### src/rtl/color_pkg.sv
//==========================================================================
// Colour processing shared definitions
// frame geometry, pixel layout, histogram widths, proximity thresholds
// and the colour filter modes
//==========================================================================

package color_pkg;

  // default frame size, qqvga
  localparam int img_cols = 160;
  localparam int img_rows = 120;
  localparam int img_pxls = img_cols * img_rows;  // 19200

  typedef logic [14:0] addr_t;   // pixel address
  typedef logic [7:0]  col_t;    // column index
  typedef logic [6:0]  row_t;    // row index
  typedef logic [11:0] pxl_t;    // rgb444 pixel

  // msb of each colour field in a pixel
  localparam int red_msb   = 11;
  localparam int green_msb = 7;
  localparam int blue_msb  = 3;

  // inner frame is 128 x 104, 16 columns and 8 rows trimmed at each side
  localparam int in_col_first = 16;
  localparam int in_col_last  = 143;
  localparam int in_row_first = 8;
  localparam int in_row_last  = 111;

  localparam int hist_bins = 8;
  localparam int bin_cols  = 16;   // inner columns per bin

  typedef logic [2:0]  bin_t;
  typedef logic [10:0] bin_cnt_t;   // max 104 * 16 = 1664
  typedef logic [13:0] cnt_t;       // max 13312, whole inner frame
  typedef logic [12:0] half_cnt_t;  // half frame and grouped bins

  typedef logic [7:0] centroid_t;   // one bit per led
  typedef logic [2:0] prox_t;       // 0 far .. 7 close

  // fewer pixels than this is treated as noise
  localparam int min_color_pxls = 128;

  // proximity level is the number of limits reached
  localparam int prox_levels = 7;
  localparam cnt_t prox_limits [prox_levels] = '{
    14'd32, 14'd64, 14'd128, 14'd256, 14'd512, 14'd1024, 14'd1536
  };

  // encoding is the {red, green, blue} msb pattern that passes
  typedef enum logic [2:0] {
    filt_none    = 3'b000,
    filt_red     = 3'b100,
    filt_green   = 3'b010,
    filt_blue    = 3'b001,
    filt_yellow  = 3'b110,
    filt_magenta = 3'b101,
    filt_cyan    = 3'b011,
    filt_white   = 3'b111
  } filter_mode_t;

endpackage

### src/rtl/centroid_decider.sv
//==========================================================================
// Centroid decider
// turns the histogram counts into an led centroid and a proximity level,
// both captured at frame end with a one cycle new_centroid strobe
//==========================================================================
`timescale 1ns/100ps

module centroid_decider (
  input  logic                 clk,
  input  logic                 rst,
  input  logic                 frame_end,
  input  color_pkg::bin_cnt_t  bin0_cnt,
  input  color_pkg::bin_cnt_t  bin7_cnt,
  input  color_pkg::half_cnt_t bins01_cnt,
  input  color_pkg::half_cnt_t bins012_cnt,
  input  color_pkg::half_cnt_t left_cnt,
  input  color_pkg::half_cnt_t right_cnt,
  input  color_pkg::half_cnt_t bins567_cnt,
  input  color_pkg::half_cnt_t bins67_cnt,
  input  color_pkg::cnt_t      total_cnt,
  output color_pkg::centroid_t centroid,
  output color_pkg::prox_t     proximity,
  output logic                 new_centroid
);

  import color_pkg::*;

  half_cnt_t half_cnt;       // total / 2
  half_cnt_t tol_cnt;        // total / 16, centred band
  half_cnt_t abs_diff;       // |left - right|
  logic      more_left;
  centroid_t centroid_cmb;
  prox_t     prox_cmb;

  assign half_cnt  = half_cnt_t'(total_cnt >> 1);
  assign tol_cnt   = half_cnt_t'(total_cnt >> 4);
  assign more_left = (left_cnt > right_cnt);
  assign abs_diff  = more_left ? (left_cnt - right_cnt) : (right_cnt - left_cnt);

  // search from the outer edge inwards, first hit wins
  always_comb begin
    centroid_cmb = '0;
    if (total_cnt <= cnt_t'(min_color_pxls)) begin
      centroid_cmb = '0;                       // too few pixels, nothing seen
    end else if (abs_diff < tol_cnt) begin
      centroid_cmb[4:3] = 2'b11;               // balanced, both middle leds
    end else if (more_left) begin
      if (half_cnt_t'(bin0_cnt) >= half_cnt) begin
        centroid_cmb[0] = 1'b1;
      end else if (bins01_cnt >= half_cnt) begin
        centroid_cmb[1] = 1'b1;
      end else if (bins012_cnt >= half_cnt) begin
        centroid_cmb[2] = 1'b1;
      end else if (left_cnt > half_cnt) begin
        centroid_cmb[3] = 1'b1;
      end
    end else begin
      // mirror image on the right side
      if (half_cnt_t'(bin7_cnt) >= half_cnt) begin
        centroid_cmb[7] = 1'b1;
      end else if (bins67_cnt >= half_cnt) begin
        centroid_cmb[6] = 1'b1;
      end else if (bins567_cnt >= half_cnt) begin
        centroid_cmb[5] = 1'b1;
      end else if (right_cnt > half_cnt) begin
        centroid_cmb[4] = 1'b1;
      end
    end
  end

  // more pixels means a closer object
  always_comb begin
    prox_cmb = '0;
    for (int i = 0; i < prox_levels; i++) begin
      if (total_cnt >= prox_limits[i]) prox_cmb = prox_cmb + 1'b1;
    end
  end

  always_ff @(posedge clk or posedge rst) begin
    if (rst) begin
      centroid     <= '0;
      proximity    <= '0;
      new_centroid <= 1'b0;
    end else begin
      new_centroid <= frame_end;   // one pulse per frame
      if (frame_end) begin
        centroid  <= centroid_cmb;
        proximity <= prox_cmb;
      end
    end
  end

  // frame_end from the scanner must be a single cycle
  a_strobe_width: assert property (@(posedge clk) disable iff (rst)
    new_centroid |=> !new_centroid)
    else $error("new_centroid held longer than one cycle");

endmodule

### src/rtl/color_proc.sv
//==========================================================================
// Colour processing top
// scans a stored frame, filters it by colour and reports the object
// centroid and proximity once per frame
//==========================================================================
`timescale 1ns/100ps

module color_proc #(
  parameter int img_cols = color_pkg::img_cols,
  parameter int img_rows = color_pkg::img_rows
) (
  input  logic                    clk,
  input  logic                    rst,
  input  logic                    proc_ctrl,      // filter select button
  input  color_pkg::pxl_t         orig_pxl,       // from source memory
  output color_pkg::addr_t        orig_addr,
  output logic                    proc_we,
  output color_pkg::pxl_t         proc_pxl,       // to output memory
  output color_pkg::addr_t        proc_addr,
  output color_pkg::centroid_t    centroid,
  output logic                    new_centroid,
  output color_pkg::prox_t        proximity,
  output color_pkg::filter_mode_t rgbfilter
);

  import color_pkg::*;

  logic      frame_end;
  logic      in_frame;
  logic      pass;
  bin_t      hist_bin;
  bin_cnt_t  bin0_cnt;
  bin_cnt_t  bin7_cnt;
  half_cnt_t bins01_cnt;
  half_cnt_t bins012_cnt;
  half_cnt_t left_cnt;
  half_cnt_t right_cnt;
  half_cnt_t bins567_cnt;
  half_cnt_t bins67_cnt;
  cnt_t      total_cnt;

  frame_scanner #(.img_cols(img_cols), .img_rows(img_rows)) i_scanner (
    .clk, .rst, .orig_addr, .proc_addr, .proc_we, .frame_end, .in_frame, .hist_bin
  );

  pixel_filter i_filter (
    .clk, .rst, .proc_ctrl, .orig_pxl, .proc_pxl, .pass, .rgbfilter
  );

  column_histogram i_histogram (
    .clk, .rst, .frame_end, .in_frame, .pass, .hist_bin,
    .bin0_cnt, .bin7_cnt, .bins01_cnt, .bins012_cnt, .left_cnt, .right_cnt,
    .bins567_cnt, .bins67_cnt, .total_cnt
  );

  centroid_decider i_decider (
    .clk, .rst, .frame_end,
    .bin0_cnt, .bin7_cnt, .bins01_cnt, .bins012_cnt, .left_cnt, .right_cnt,
    .bins567_cnt, .bins67_cnt, .total_cnt,
    .centroid, .proximity, .new_centroid
  );

endmodule

### src/rtl/column_histogram.sv
//==========================================================================
// Column histogram
// counts passing inner frame pixels per column bin and in the grouped
// ranges used for the centroid, cleared at every frame end
//==========================================================================
`timescale 1ns/100ps

module column_histogram (
  input  logic                 clk,
  input  logic                 rst,
  input  logic                 frame_end,
  input  logic                 in_frame,
  input  logic                 pass,
  input  color_pkg::bin_t      hist_bin,
  output color_pkg::bin_cnt_t  bin0_cnt,
  output color_pkg::bin_cnt_t  bin7_cnt,
  output color_pkg::half_cnt_t bins01_cnt,
  output color_pkg::half_cnt_t bins012_cnt,
  output color_pkg::half_cnt_t left_cnt,
  output color_pkg::half_cnt_t right_cnt,
  output color_pkg::half_cnt_t bins567_cnt,
  output color_pkg::half_cnt_t bins67_cnt,
  output color_pkg::cnt_t      total_cnt
);

  import color_pkg::*;

  localparam int half_bins = hist_bins / 2;

  bin_cnt_t hist [hist_bins];   // per bin counts
  logic     count_en;

  assign count_en = in_frame & pass;

  // grouped sums kept as counters instead of adder trees on the bins
  always_ff @(posedge clk or posedge rst) begin
    if (rst) begin
      for (int i = 0; i < hist_bins; i++) begin
        hist[i] <= '0;
      end
      bins01_cnt  <= '0;
      bins012_cnt <= '0;
      left_cnt    <= '0;
      right_cnt   <= '0;
      bins567_cnt <= '0;
      bins67_cnt  <= '0;
      total_cnt   <= '0;
    end else if (frame_end) begin   // clear wins over counting
      for (int i = 0; i < hist_bins; i++) begin
        hist[i] <= '0;
      end
      bins01_cnt  <= '0;
      bins012_cnt <= '0;
      left_cnt    <= '0;
      right_cnt   <= '0;
      bins567_cnt <= '0;
      bins67_cnt  <= '0;
      total_cnt   <= '0;
    end else if (count_en) begin
      hist[hist_bin] <= hist[hist_bin] + 1'b1;
      total_cnt      <= total_cnt + 1'b1;
      if (hist_bin <= bin_t'(1)) bins01_cnt <= bins01_cnt + 1'b1;       // 0,1
      if (hist_bin <= bin_t'(2)) bins012_cnt <= bins012_cnt + 1'b1;     // 0..2
      if (hist_bin < bin_t'(half_bins)) begin
        left_cnt <= left_cnt + 1'b1;                                     // 0..3
      end else begin
        right_cnt <= right_cnt + 1'b1;                                   // 4..7
      end
      if (hist_bin >= bin_t'(5)) bins567_cnt <= bins567_cnt + 1'b1;     // 5..7
      if (hist_bin >= bin_t'(6)) bins67_cnt <= bins67_cnt + 1'b1;       // 6,7
    end
  end

  // only the edge bins feed the decision
  assign bin0_cnt = hist[0];
  assign bin7_cnt = hist[hist_bins-1];

  a_total_mono: assert property (@(posedge clk) disable iff (rst)
    !frame_end |=> (total_cnt >= $past(total_cnt)))
    else $error("pixel total dropped inside a frame");

endmodule

### src/rtl/frame_scanner.sv
//==========================================================================
// Frame scanner
// raster address, column and row counters, write address delay and the
// inner frame window with its histogram bin
//==========================================================================
`timescale 1ns/100ps

module frame_scanner #(
  parameter int img_cols = color_pkg::img_cols,
  parameter int img_rows = color_pkg::img_rows
) (
  input  logic             clk,
  input  logic             rst,
  output color_pkg::addr_t orig_addr,
  output color_pkg::addr_t proc_addr,
  output logic             proc_we,
  output logic             frame_end,
  output logic             in_frame,
  output color_pkg::bin_t  hist_bin
);

  import color_pkg::*;

  localparam int frame_pxls = img_cols * img_rows;
  localparam int bin_shift  = $clog2(bin_cols);

  addr_t pxl_cnt;     // read address
  col_t  col;         // column of pxl_cnt
  col_t  col_rg;      // column of the pixel now on orig_pxl
  row_t  row;
  row_t  row_rg;
  col_t  col_in;      // column relative to the inner frame
  col_t  bin_full;    // bin number before truncation
  logic  end_ln;

  assign frame_end = (pxl_cnt == addr_t'(frame_pxls - 1));
  assign end_ln    = (col == col_t'(img_cols - 1));
  assign orig_addr = pxl_cnt;

  always_ff @(posedge clk or posedge rst) begin
    if (rst) begin
      pxl_cnt   <= '0;
      proc_addr <= '0;
      proc_we   <= 1'b0;
      col       <= '0;
      row       <= '0;
      col_rg    <= '0;
      row_rg    <= '0;
    end else begin
      proc_we   <= 1'b1;
      proc_addr <= pxl_cnt;      // memory returns data one cycle late
      col_rg    <= col;          // line up position with returning pixel
      row_rg    <= row;
      if (frame_end) begin
        pxl_cnt <= '0;
      end else begin
        pxl_cnt <= pxl_cnt + 1'b1;
      end
      if (end_ln) begin
        col <= '0;
      end else begin
        col <= col + 1'b1;
      end
      if (frame_end) begin
        row <= '0;
      end else if (end_ln) begin
        row <= row + 1'b1;
      end
    end
  end

  assign in_frame = (col_rg >= col_t'(in_col_first)) && (col_rg <= col_t'(in_col_last)) &&
                    (row_rg >= row_t'(in_row_first)) && (row_rg <= row_t'(in_row_last));

  // out of the window the bin value is don't care
  assign col_in   = col_rg - col_t'(in_col_first);
  assign bin_full = col_in >> bin_shift;   // divide by bin_cols
  assign hist_bin = bin_t'(bin_full);

  // window bounds and bin width must agree with the bin count
  a_bin_range: assert property (@(posedge clk) disable iff (rst)
    in_frame |-> (bin_full < col_t'(hist_bins)))
    else $error("inner frame column maps outside the histogram");

endmodule

### src/rtl/pixel_filter.sv
//==========================================================================
// Pixel filter
// proc_ctrl edge steps the colour mode, each pixel is tested against the
// mode and passes unchanged or becomes black
//==========================================================================
`timescale 1ns/100ps

module pixel_filter (
  input  logic                    clk,
  input  logic                    rst,
  input  logic                    proc_ctrl,
  input  color_pkg::pxl_t         orig_pxl,
  output color_pkg::pxl_t         proc_pxl,
  output logic                    pass,
  output color_pkg::filter_mode_t rgbfilter
);

  import color_pkg::*;

  logic         ctrl_meta;     // first sync stage
  logic         ctrl_sync;     // second sync stage
  logic         ctrl_sync_d;   // previous synced value
  logic         ctrl_rise;     // registered rising edge
  logic [2:0]   pxl_msbs;
  filter_mode_t next_mode;

  always_ff @(posedge clk or posedge rst) begin
    if (rst) begin
      ctrl_meta   <= 1'b0;
      ctrl_sync   <= 1'b0;
      ctrl_sync_d <= 1'b0;
      ctrl_rise   <= 1'b0;
    end else begin
      ctrl_meta   <= proc_ctrl;   // async button input
      ctrl_sync   <= ctrl_meta;
      ctrl_sync_d <= ctrl_sync;
      ctrl_rise   <= ctrl_sync & ~ctrl_sync_d;
    end
  end

  // mode sequence, wraps back to no filter
  always_comb begin
    case (rgbfilter)
      filt_none:    next_mode = filt_red;
      filt_red:     next_mode = filt_green;
      filt_green:   next_mode = filt_blue;
      filt_blue:    next_mode = filt_yellow;
      filt_yellow:  next_mode = filt_magenta;
      filt_magenta: next_mode = filt_cyan;
      filt_cyan:    next_mode = filt_white;
      filt_white:   next_mode = filt_none;
      default:      next_mode = filt_none;
    endcase
  end

  always_ff @(posedge clk or posedge rst) begin
    if (rst) begin
      rgbfilter <= filt_none;
    end else if (ctrl_rise) begin
      rgbfilter <= next_mode;
    end
  end

  assign pxl_msbs = {orig_pxl[red_msb], orig_pxl[green_msb], orig_pxl[blue_msb]};

  // exact msb match, no filter lets everything through
  assign pass     = (rgbfilter == filt_none) || (pxl_msbs == rgbfilter);
  assign proc_pxl = pass ? orig_pxl : '0;   // failing pixel goes black

  // a mode step needs a rise of the synchronised button two cycles earlier
  a_mode_on_edge: assert property (@(posedge clk) disable iff (rst)
    (rgbfilter != $past(rgbfilter)) |-> ($past(ctrl_sync, 2) && !$past(ctrl_sync, 3)))
    else $error("filter mode changed without a proc_ctrl edge");

endmodule

### config.mk
export PLATFORM = sky130hd
export DESIGN_NAME = color_proc
export DESIGN_NICKNAME = d
export VERILOG_FILES = /design/src/rtl/color_pkg.sv /design/src/rtl/centroid_decider.sv /design/src/rtl/color_proc.sv /design/src/rtl/column_histogram.sv /design/src/rtl/frame_scanner.sv /design/src/rtl/pixel_filter.sv
export SDC_FILE = /design/constraint.sdc
export NUM_CORES = 1
export LEC_CHECK = 0
export BUFFER_PORTS_ARGS = -buffer_cell sky130_fd_sc_hd__clkbuf_2
export CORE_MARGIN = 5
export CORE_UTILIZATION = 65
export DETAILED_ROUTE_END_ITERATION = 12
export GPL_TIMING_DRIVEN = 0
export PLACE_DENSITY = 0.83
export SYNTH_ARGS = -nofsm -noshare
export SYNTH_HDL_FRONTEND = slang
export SYNTH_SLANG_ARGS = --single-unit
### constraint.sdc
create_clock -name clk -period 13.8 [get_ports clk]
set_input_delay 2.07 -clock clk [delete_from_list [all_inputs] [get_ports clk]]
set_output_delay 2.07 -clock clk [all_outputs]
set_load 0.02 [all_outputs]
**Yosys cells after proc, flatten, opt, wreduce, memory -nomap -nowiden**

Memories as Yosys holds them, arrays and structs flattened. A register that Yosys moved wholly into a read port is not among the register bits.
Cells that the tools add are included.

- Flip-flop bits (word level): 257
- Memory bits (read-only): 24
- Bits of input ports: 15
- Output and inout bits: 58
- Logic and storage cells: 167
- Memories kept: 1

Memory list:

| memory | words | bits a word | rd ports | clocked after memory_dff | wr ports | line | source |
|---|---|---|---|---|---|---|---|
| (no name shown) | 8 | 3 | 1 | 1 | 0 | pixel_filter.sv:43 | `case (rgbfilter)` |

- Add/subtract/negate cells: 20
- Order comparisons: 29
- Equal/unequal tests: 4
- Mux-type cells: 61
- Bitwise gates (word level): 4
- Reduce and logical (&&, ||, !) cells: 19

Operators by type and width:

| operator | number |
|---|---|
| $mux 13 | 19 |
| $mux 88 | 2 |
| $bwmux 88 | 1 |
| $add 13x1->13 const B | 6 |
| $ge 13x13->1 | 4 |
| $gt 13x13->1 | 3 |
| $bmux 11 s3 | 1 |
| $demux 11 s3 | 1 |
| $mux 11 | 3 |
| $mux 3 | 10 |
| $ge 14x11->1 const B | 2 |
| $mux 14 | 2 |
| $ge 11x13->1 | 2 |
| $sub 13x13->13 | 2 |
| $mux 8 | 2 |
| $add 15x1->15 const B | 1 |
| $add 3x1->3 const B | 5 |
| $eq 15x15->1 const B | 1 |
| $mux 15 | 1 |
| $add 14x1->14 const B | 1 |
| $ge 14x10->1 const B | 1 |
| $ge 14x6->1 const B | 1 |
| $ge 14x7->1 const B | 1 |
| $ge 14x8->1 const B | 1 |
| 34 further kinds | 64 |

**Depth between registers and ports, before layout**

Gate-level depths: netlist of the first run.

- Depth after elaboration: 14
- Gate-level depth with buffers: 22
- Gate-level depth less buffers: 22

**Hierarchy**

From an unflattened synthesis of the first run, not the netlist that was laid out.

- Cell total of the unflattened synthesis: 1579
- Area total of the unflattened synthesis: 16101.7 um^2

By module, submodules not included:

| module | times used | cells each | area an instance (um^2) | sequential area each (um^2) |
|---|---|---|---|---|
| column_histogram | 1 | 814 | 8713.4 | 4504.3 |
| centroid_decider | 1 | 545 | 4574.4 | 300.3 |
| frame_scanner | 1 | 173 | 2313.5 | 1451.4 |
| pixel_filter | 1 | 47 | 500.5 | 175.2 |

**Worst setup path after synthesis of the first run**

No wires, ideal clock.

- Path type: input to output
- From: input port orig_pxl[3]
- To: output port proc_pxl[0]
- Arrival time: 3.396 ns
- Required time: 11.730 ns
- Setup slack: 8.334 ns
- Stages: 6
- Path buffers: 1
- Cells stage by stage: or3b_1 -> a21oi_1 -> a31oi_1 -> o22ai_2 -> clkbuf_1 -> and2_1

- Longest elaborated chain between the ends: 3

RTL lines:

| what | line | source |
|---|---|---|
| start, declared | color_proc.sv:15 | `input color_pkg::pxl_t orig_pxl,` |
| $eq 3x3->1 | pixel_filter.sv:67 | `assign pass = (rgbfilter == filt_none) \|\| (pxl_msbs == rgbfilter);` |
| $logic_or 1x1->1 | pixel_filter.sv:67 |  |
| $mux 12 | pixel_filter.sv:68 | `assign proc_pxl = pass ? orig_pxl : '0;` |
| end, declared | color_proc.sv:18 | `output color_pkg::pxl_t proc_pxl,` |

No other way between the ends.

**Final worst setup path of the first run**

- From: input port orig_pxl[11]
- To: output port proc_pxl[9]

Same word-level chain as after synthesis.

==> impl_metrics.tcl, run 1 <==
set metrics [dict create \
    clk-insertion-delay-late_ns 0.57 \
    hold_class "reg2reg" \
    setup_ws_ns 7.871 \
    postSynthCellCount 1754 \
    final_core_util_pct 72.70 \
    critPathRequiredTime_ns 11.73 \
    cts_buffers 29 \
    synth_edf_count 0 \
    synth.distinct_cells 83 \
    ir_drop_uv 100.4 \
    status "completed" \
    cts-root-buf "clkbuf_16" \
    p_leak_uw 0.008423 \
    first_iter_violations 1435 \
    num_rows 58 \
    pwr-share-clk_pct 47.3 \
    grt_pass1_vias 14220 \
    rr_endpoint "i_decider.centroid[6]" \
    grt_use_total_pct 32.61 \
    first_pass_iters 6 \
    grt_pass1_wl_um 74730 \
    maxSlewViolCount 0 \
    min_to "i_filter.ctrl_sync" \
    sw_frac_of_total_pct 23.95 \
    synthArstFlopShare_pct 100.0 \
    dp_hpwl_um 32420 \
    end_kind "primary output" \
    finalHoldViolCount 0 \
    area_delta_synth_final_pct 11.08 \
    grt_remaining_overflow 0 \
    ctsHoldBuffers 0 \
    tightest_slew_ns 1.073 \
    cts_max_level 1 \
    antenna_found_initial 0 \
    rsz0062_at_grt "false" \
    dp_slack_ns 7.869 \
    drc 0 \
    antenna_cells_inserted 0 \
    r2r_slack_ns 8.15 \
    cts_setup_buffers 0 \
    synthTopCellsByCount "257 x dfrtp_1, 174 x nand2_1, 161 x nor2_1" \
    die_y_um 168.5 \
    min_period_over_period_pct 42.96 \
    arrival_ns 3.86 \
    num_vias 14280 \
    finalSetupViolCount 0 \
    clockBufferDepth 3 \
    grt_max_degree 134 \
    drtAntennaViolNets 0 \
    drt-total-wl_um 46450 \
    yosys_most_used_dff "dfrtp_1" \
    worst_hold_slack_ns 0.3437 \
    coreArea_mm2 0.02496 \
    start_util_pct 65.45 \
    switchingPower_uw 399.6 \
    nFillCells 1753 \
    io_pins 73 \
    finalPower_uw 1669 \
    via_per_inst 6.463 \
    synth_area_leaders "dfrtp_1 39%, ha_1 12%, nand2_1 4.0%" \
    power.density_mw_per_mm2 91.94 \
    p_int_uw 1269 \
    fin_tns_setup_ns 0 \
    reg2reg_depth 19 \
    yosys_register_bits 257 \
    fmax_ghz 0.1687 \
    synth_top_area_share_pct 39.36 \
    die_x_um 168.5 \
    min_from "i_filter.ctrl_meta" \
    syn_nets 1928 \
    yosys.cell_count.top_type "dfrtp_1" \
    io_buffers 72 \
    syn_avg_cell_area_um2 9.315 \
    tritoncts "yes" \
    drive_gt1_share_pct 9.846 \
    cts_resized 0 \
    p_comb_share_pct 7.1 \
    ys_warn_count 0 \
    start_kind "input pin" \
    clock_sinks 257 \
    clk_pin_slew_ns 0.06 \
    critical_path_peak_fanout 10 \
    clock_skew_ns 0.01146 \
    nNetsFinal 2033 \
    place.gp.congestion 0.9440 \
    max_cap_violations 0 \
    layout_min_cycle_time_ns 5.929 \
    ys_seq_area_share_pct 39.36 \
    synth_area_mm2 0.01634 \
    r2r-start "i_histogram.right_cnt[9]" \
    synth.largest_area_cell "dfrtp_1" \
    slew_headroom_pct 27.83 \
    dieArea_mm2 0.02841 \
    holdPathStages 0 \
    wl_per_cell_um 21.03 \
    critPathKind "in2out" \
    power.sequential.fraction_pct 45.6 \
]
-- worst max-delay path by stage --
stage,start,to,cells after the start
4_1_cts,orig_pxl[11],proc_pxl[7],8
5_1_grt,orig_pxl[11],proc_pxl[6],8
2_1_floorplan,rst,i_decider.centroid[0],1
6_report,orig_pxl[11],proc_pxl[9],8
3_5_place_dp,orig_pxl[11],proc_pxl[7],8
3_3_place_gp,rst,i_histogram.right_cnt[10],2
-- cells by family (layout without fill, tap and decap cells) --
group	Yosys count	after routing	synth area share, %
DFF	257	257	39.36
adders and majority gates	159	159	12.27
muxes	47	47	4.311
xor gates and xnor gates	123	123	6.709
buffers and inverters	153	278	3.753
and+or+nand+nor	676	676	20.11
other	1	1	0.02295
AOI/OAI and AO/OA	338	338	13.46
-- flip-flops by register name, summed over array words and instances (netlist names), 4 cells and up --
register,count
i_scanner.col,8
i_scanner.proc_addr,15
i_histogram.right_cnt,13
i_histogram.total_cnt,14
i_scanner.row,7
i_histogram.bins567_cnt,13
i_scanner.row_rg,4
i_decider.centroid,8
i_scanner.orig_addr,15
i_histogram.bins012_cnt,13
i_histogram.bins67_cnt,13
i_histogram.hist,66
i_histogram.bin0_cnt,11
i_scanner.col_rg,8
i_histogram.left_cnt,13
i_histogram.bin7_cnt,11
i_histogram.bins01_cnt,13
-- area by class of cell --
type | instances | area [um2] | area share [%]
sequential | 257 | 6431 | 35.44
clock inverter | 8 | 130.1 | 0.7170
inverter | 78 | 300.3 | 1.655
clock buffer | 43 | 838.3 | 4.619
buffer | 75 | 320.3 | 1.765
multi-input combinational | 1344 | 9300 | 51.24
tap | 330 | 412.9 | 2.275
timing repair buffer | 74 | 415.4 | 2.289
-- metrics by stage --
step	cells	area [um2]
floorplan	1754	16340
global placement	2156	17110
detailed placement	2158	17170
CTS	2209	18140
global route	2209	18150
finish	2209	18150
-- cell usage in the layout, fill, tap and decap left out, types with 6 or more instances in the layout --
cell type  count
ha_1         157
clkbuf_16     29
and3_1        44
and4_1         9
mux2_2        12
buf_2         10
o21ai_0       91
or3_1         11
clkbuf_1      68
nor3_1        75
nand3_1       77
a211oi_1      20
nand2_1      174
nand4_1       45
xor2_1        54
o31ai_1       12
o21a_1        18
clkbuf_8       6
nor4_1        12
clkbuf_2      72
and2_1        23
a31oi_1       11
a21oi_1      100
nand2b_1       8
mux4_2        11
a2111oi_0      9
a22o_1         6
a21o_1        18
xnor2_1       68
mux2i_1       18
dfrtp_1      257
inv_1         75
nor2b_1       13
o211ai_1       8
nor2_1       161
-- metal layers --
metal / wire [um] / vias to the layer above / share of wire, % / track usage (%)
met1: 18440 / 6875 / 40 / 43.11
li1: - / 6462 / - / -
met2: 21790 / 754 / 47 / 53.60
met5: 0 / - / 0 / 0
met3: 3993 / 185 / 8.6 / 5.465
met4: 2230 / 0 / 4.8 / 13.90
-- power by group through the flow --
stage	Sequential [uW]	Combinational [uW]	Clock [uW]
final	761	118	789
after global routing	761	130	825
after CTS	762	119	791
after detailed placement	775	119	0
after global placement	775	114	0
after floorplan	780	76.7	0
-- critical path, cell delays in order --
cell	delay, ns
clkbuf_2	0.14
or3b_1	0.36
a21oi_1	0.15
a31oi_1	0.08
o22ai_2	0.44
clkbuf_1	0.29
and2_1	0.17
clkbuf_2	0.17
Note: power is estimated with default switching activity, not from simulation.
==> inputs of run 2 (changes only) <==
--- a/config.mk
+++ b/config.mk
@@ -5,12 +5,13 @@
 export SDC_FILE = /design/constraint.sdc
 export NUM_CORES = 1
 export LEC_CHECK = 0
+export ABC_AREA = 1
 export BUFFER_PORTS_ARGS = -buffer_cell sky130_fd_sc_hd__clkbuf_2
 export CORE_MARGIN = 5
-export CORE_UTILIZATION = 65
+export CORE_UTILIZATION = 57
 export DETAILED_ROUTE_END_ITERATION = 12
 export GPL_TIMING_DRIVEN = 0
-export PLACE_DENSITY = 0.83
+export PLACE_DENSITY = 0.76
 export SYNTH_ARGS = -nofsm -noshare
 export SYNTH_HDL_FRONTEND = slang
 export SYNTH_SLANG_ARGS = --single-unit
==> constraint.sdc (replaced) <==
create_clock -name clk -period 4.9 [get_ports clk]
set_input_delay 0.735 -clock clk [delete_from_list [all_inputs] [get_ports clk]]
set_output_delay 0.735 -clock clk [all_outputs]
set_load 0.02 [all_outputs]
==> run 2 against run 1 <==
Against the previous run: final cell count is 30% higher; clock power grew to 3.1 times the previous value; critical path type is now reg2reg; synthesized area is 6.9% higher; sequential power grew to 2.8 times the previous value; count of clock-buffer cells in the layout is 4 lower; combinational power is 120% higher.
==> impl_metrics.tcl, run 2 <==
set metrics [dict create \
    grt_pass1_wl_um 82080 \
    place.gp.congestion 0.9431 \
    critical_path_peak_fanout 7 \
    cts-root-buf "clkbuf_16" \
    drive_gt1_share_pct 10.05 \
    dp_hpwl_um 37000 \
    regMostFlops "i_histogram.hist" \
    cpMostUsedCell "nand2_1" \
    use_met1_pct 41.18 \
    clk-insertion-delay-late_ns 0.59 \
    ys_warn_count 0 \
    max_cap_violations 0 \
    yosys_most_used_dff "dfrtp_1" \
    yosys.cell_count.top_type "nand2_1" \
    num_rows 64 \
    hold_class "in2async" \
    critPathRequiredTime_ns 5.37 \
    first_iter_violations 1680 \
    cts_buffers 31 \
    synthArstFlopShare_pct 100.0 \
    arrival_ns 4.94 \
    end_kind "flip-flop" \
    tritoncts "yes" \
    synthTopCellsByCount "679 x nand2_1, 257 x dfrtp_1, 225 x inv_1" \
    ir_drop_uv 293.3 \
    nNetsFinal 2619 \
    use_met3_pct 5.695 \
    fmax_ghz 0.2238 \
    yosys_register_bits 257 \
    finalHoldViolCount 0 \
    wl_per_cell_um 17.61 \
    min_period_over_period_pct 91.18 \
    synth_top_area_share_pct 36.82 \
    synth_area_leaders "dfrtp_1 37%, nand2_1 15%, ha_1 11%" \
    syn_avg_cell_area_um2 7.489 \
    dp_slack_ns -0.01736 \
    clk_pin_slew_ns 0.06 \
    drtAntennaViolNets 0 \
    slowest_stage "dfrtp_1" \
    final_common_cell "nand2_1" \
    maxSlewViolCount 0 \
    fin_tns_setup_ns 0 \
    clock_sinks 257 \
    synth.largest_area_cell "dfrtp_1" \
    ys_seq_area_share_pct 36.82 \
    ctsHoldBuffers 0 \
    via_per_inst 5.782 \
    status "completed" \
    clockBufferDepth 3 \
    dieArea_mm2 0.03424 \
    place_inst 2806 \
    antenna_found_initial 0 \
    start_util_pct 57.40 \
    postSynthCellCount 2332 \
    grt_pass1_vias 16150 \
    area_delta_synth_final_pct 12.11 \
    antenna_cells_inserted 0 \
    drc 0 \
    first_pass_iters 6 \
    grt_use_total_pct 29.49 \
    finalSetupViolCount 0 \
    start_kind "flip-flop" \
    rsz0062_at_grt "false" \
    tightest_slew_ns 0.8685 \
    slew_headroom_pct 41.68 \
    setup_ws_ns 0.4320 \
    final_cell_mix "678 x nand2_1, 257 x dfrtp_1, 223 x inv_1" \
    syn_nets 2506 \
    cts_max_level 1 \
    coreArea_mm2 0.03043 \
    critPathKind "reg2reg" \
    num_vias 16560 \
    synth_area_mm2 0.01747 \
    grtUsageMet2_pct 47.25 \
    synth_edf_count 0 \
    die_x_um 185.0 \
    grt_max_degree 43 \
    io_pins 73 \
    layout_min_cycle_time_ns 4.468 \
    clock_skew_ns 0.01929 \
    drt-total-wl_um 50440 \
    io_buffers 72 \
    power.density_mw_per_mm2 250.1 \
    largest_reg_flops 66 \
    p_leak_uw 0.009799 \
    final_cells 2864 \
    max_stage_delay_ns 0.45 \
    reg2reg_depth 28 \
    grt.busiest_layer "met2" \
    die_y_um 185.0 \
    synth.distinct_cells 52 \
    grt_remaining_overflow 0 \
    worst_hold_slack_ns 0.2533 \
]
## run 2: cell types whose count changed after synthesis, moves of 18 or more
cell,previous run,this run
xor2_1,54,78
o21ai_1,0,63
xnor2_1,68,16
nor2_1,161,141
nand2_1,174,679
buf_2,10,28
o21ai_0,91,152
and2_1,23,0
clkbuf_1,60,13
inv_1,76,225
nand3_1,77,153
a211oi_1,20,2
and3_1,44,3
## run 2: cell families after synthesis
group / after synthesis / synth area share [%]
muxes: 1 / 0.05731
buffers and inverters: 298 / 7.049
and+or+nand+nor: 1163 / 28.83
xor gates and xnor gates: 96 / 4.965
other: 1 / 0.02147
DFF: 257 / 36.82
AOI/OAI and AO/OA: 357 / 10.78
adders and majority gates: 159 / 11.48
## run 2: area by class of cell
type / instances / area (um2)
repair buffers: 80 / 495.5
plain buffers: 60 / 335.3
clock buffers: 39 / 855.8
multi-input cells: 1777 / 9811
flip-flops and latches: 257 / 6431
well taps: 396 / 495.5
inverters: 238 / 903.4
clock inverters: 17 / 254.0
fillers: 2631 / 10850
## run 2: final timing paths
| check | from | end | slack [ns] |
|---|---|---|---|
| min in group clk | proc_ctrl | i_filter.ctrl_meta | 0.25 |
| worst min-delay path | rst | i_scanner.orig_addr[5] | 0.25 |
| worst max register to register | i_histogram.total_cnt[12] | i_decider.proximity[2] | 0.43 |
| max in group asynchronous | rst | i_histogram.bins67_cnt[0] | 3.46 |
| worst max-delay path | i_histogram.total_cnt[12] | i_decider.proximity[2] | 0.43 |
| worst min register to register | i_filter.ctrl_meta | i_filter.ctrl_sync | 0.35 |
## run 2: through the flow
stage	utilization, %	area (um2)	total power, uW
detailed placement	60.62	18450	2456
floorplan	-	17470	2358
global placement	60.22	18330	2437
CTS	64.28	19560	4931
global route	64.35	19580	5050
finish	64.35	19580	4898
## run 2: timing repair
item,in CTS,in global routing
endpoints found under the setup margin,1,2
resized for setup,1,2
setup buffers,0,2
## run 2: per-layer routing
| metal | vias up | share of wire, % | wire length [um] |
|---|---|---|---|
| li1 | 7922 | - | - |
| met3 | 109 | 9.4 | 4738 |
| met4 | 0 | 2.6 | 1312 |
| met5 | - | 0 | 0 |
| met2 | 718 | 45 | 22730 |
| met1 | 7812 | 43 | 21650 |
## run 2: critical path, delay by kind of cell (launching register included)
| kind | cells | cell delay, ns |
|---|---|---|
| DFF | 1 | 0.45 |
| adders and majority gates | 5 | 1.26 |
| and+or+nand+nor | 16 | 2.10 |
| buffers and inverters | 5 | 0.27 |
| xor gates and xnor gates | 1 | 0.08 |
| AOI/OAI and AO/OA | 1 | 0.18 |
## run 2: report_power, final
part	switching [uW]	internal, uW	total, uW
clock	975	1510	2480
combinational	190	73.6	264
sequential	14.5	2140	2150
total	1180	3720	4900
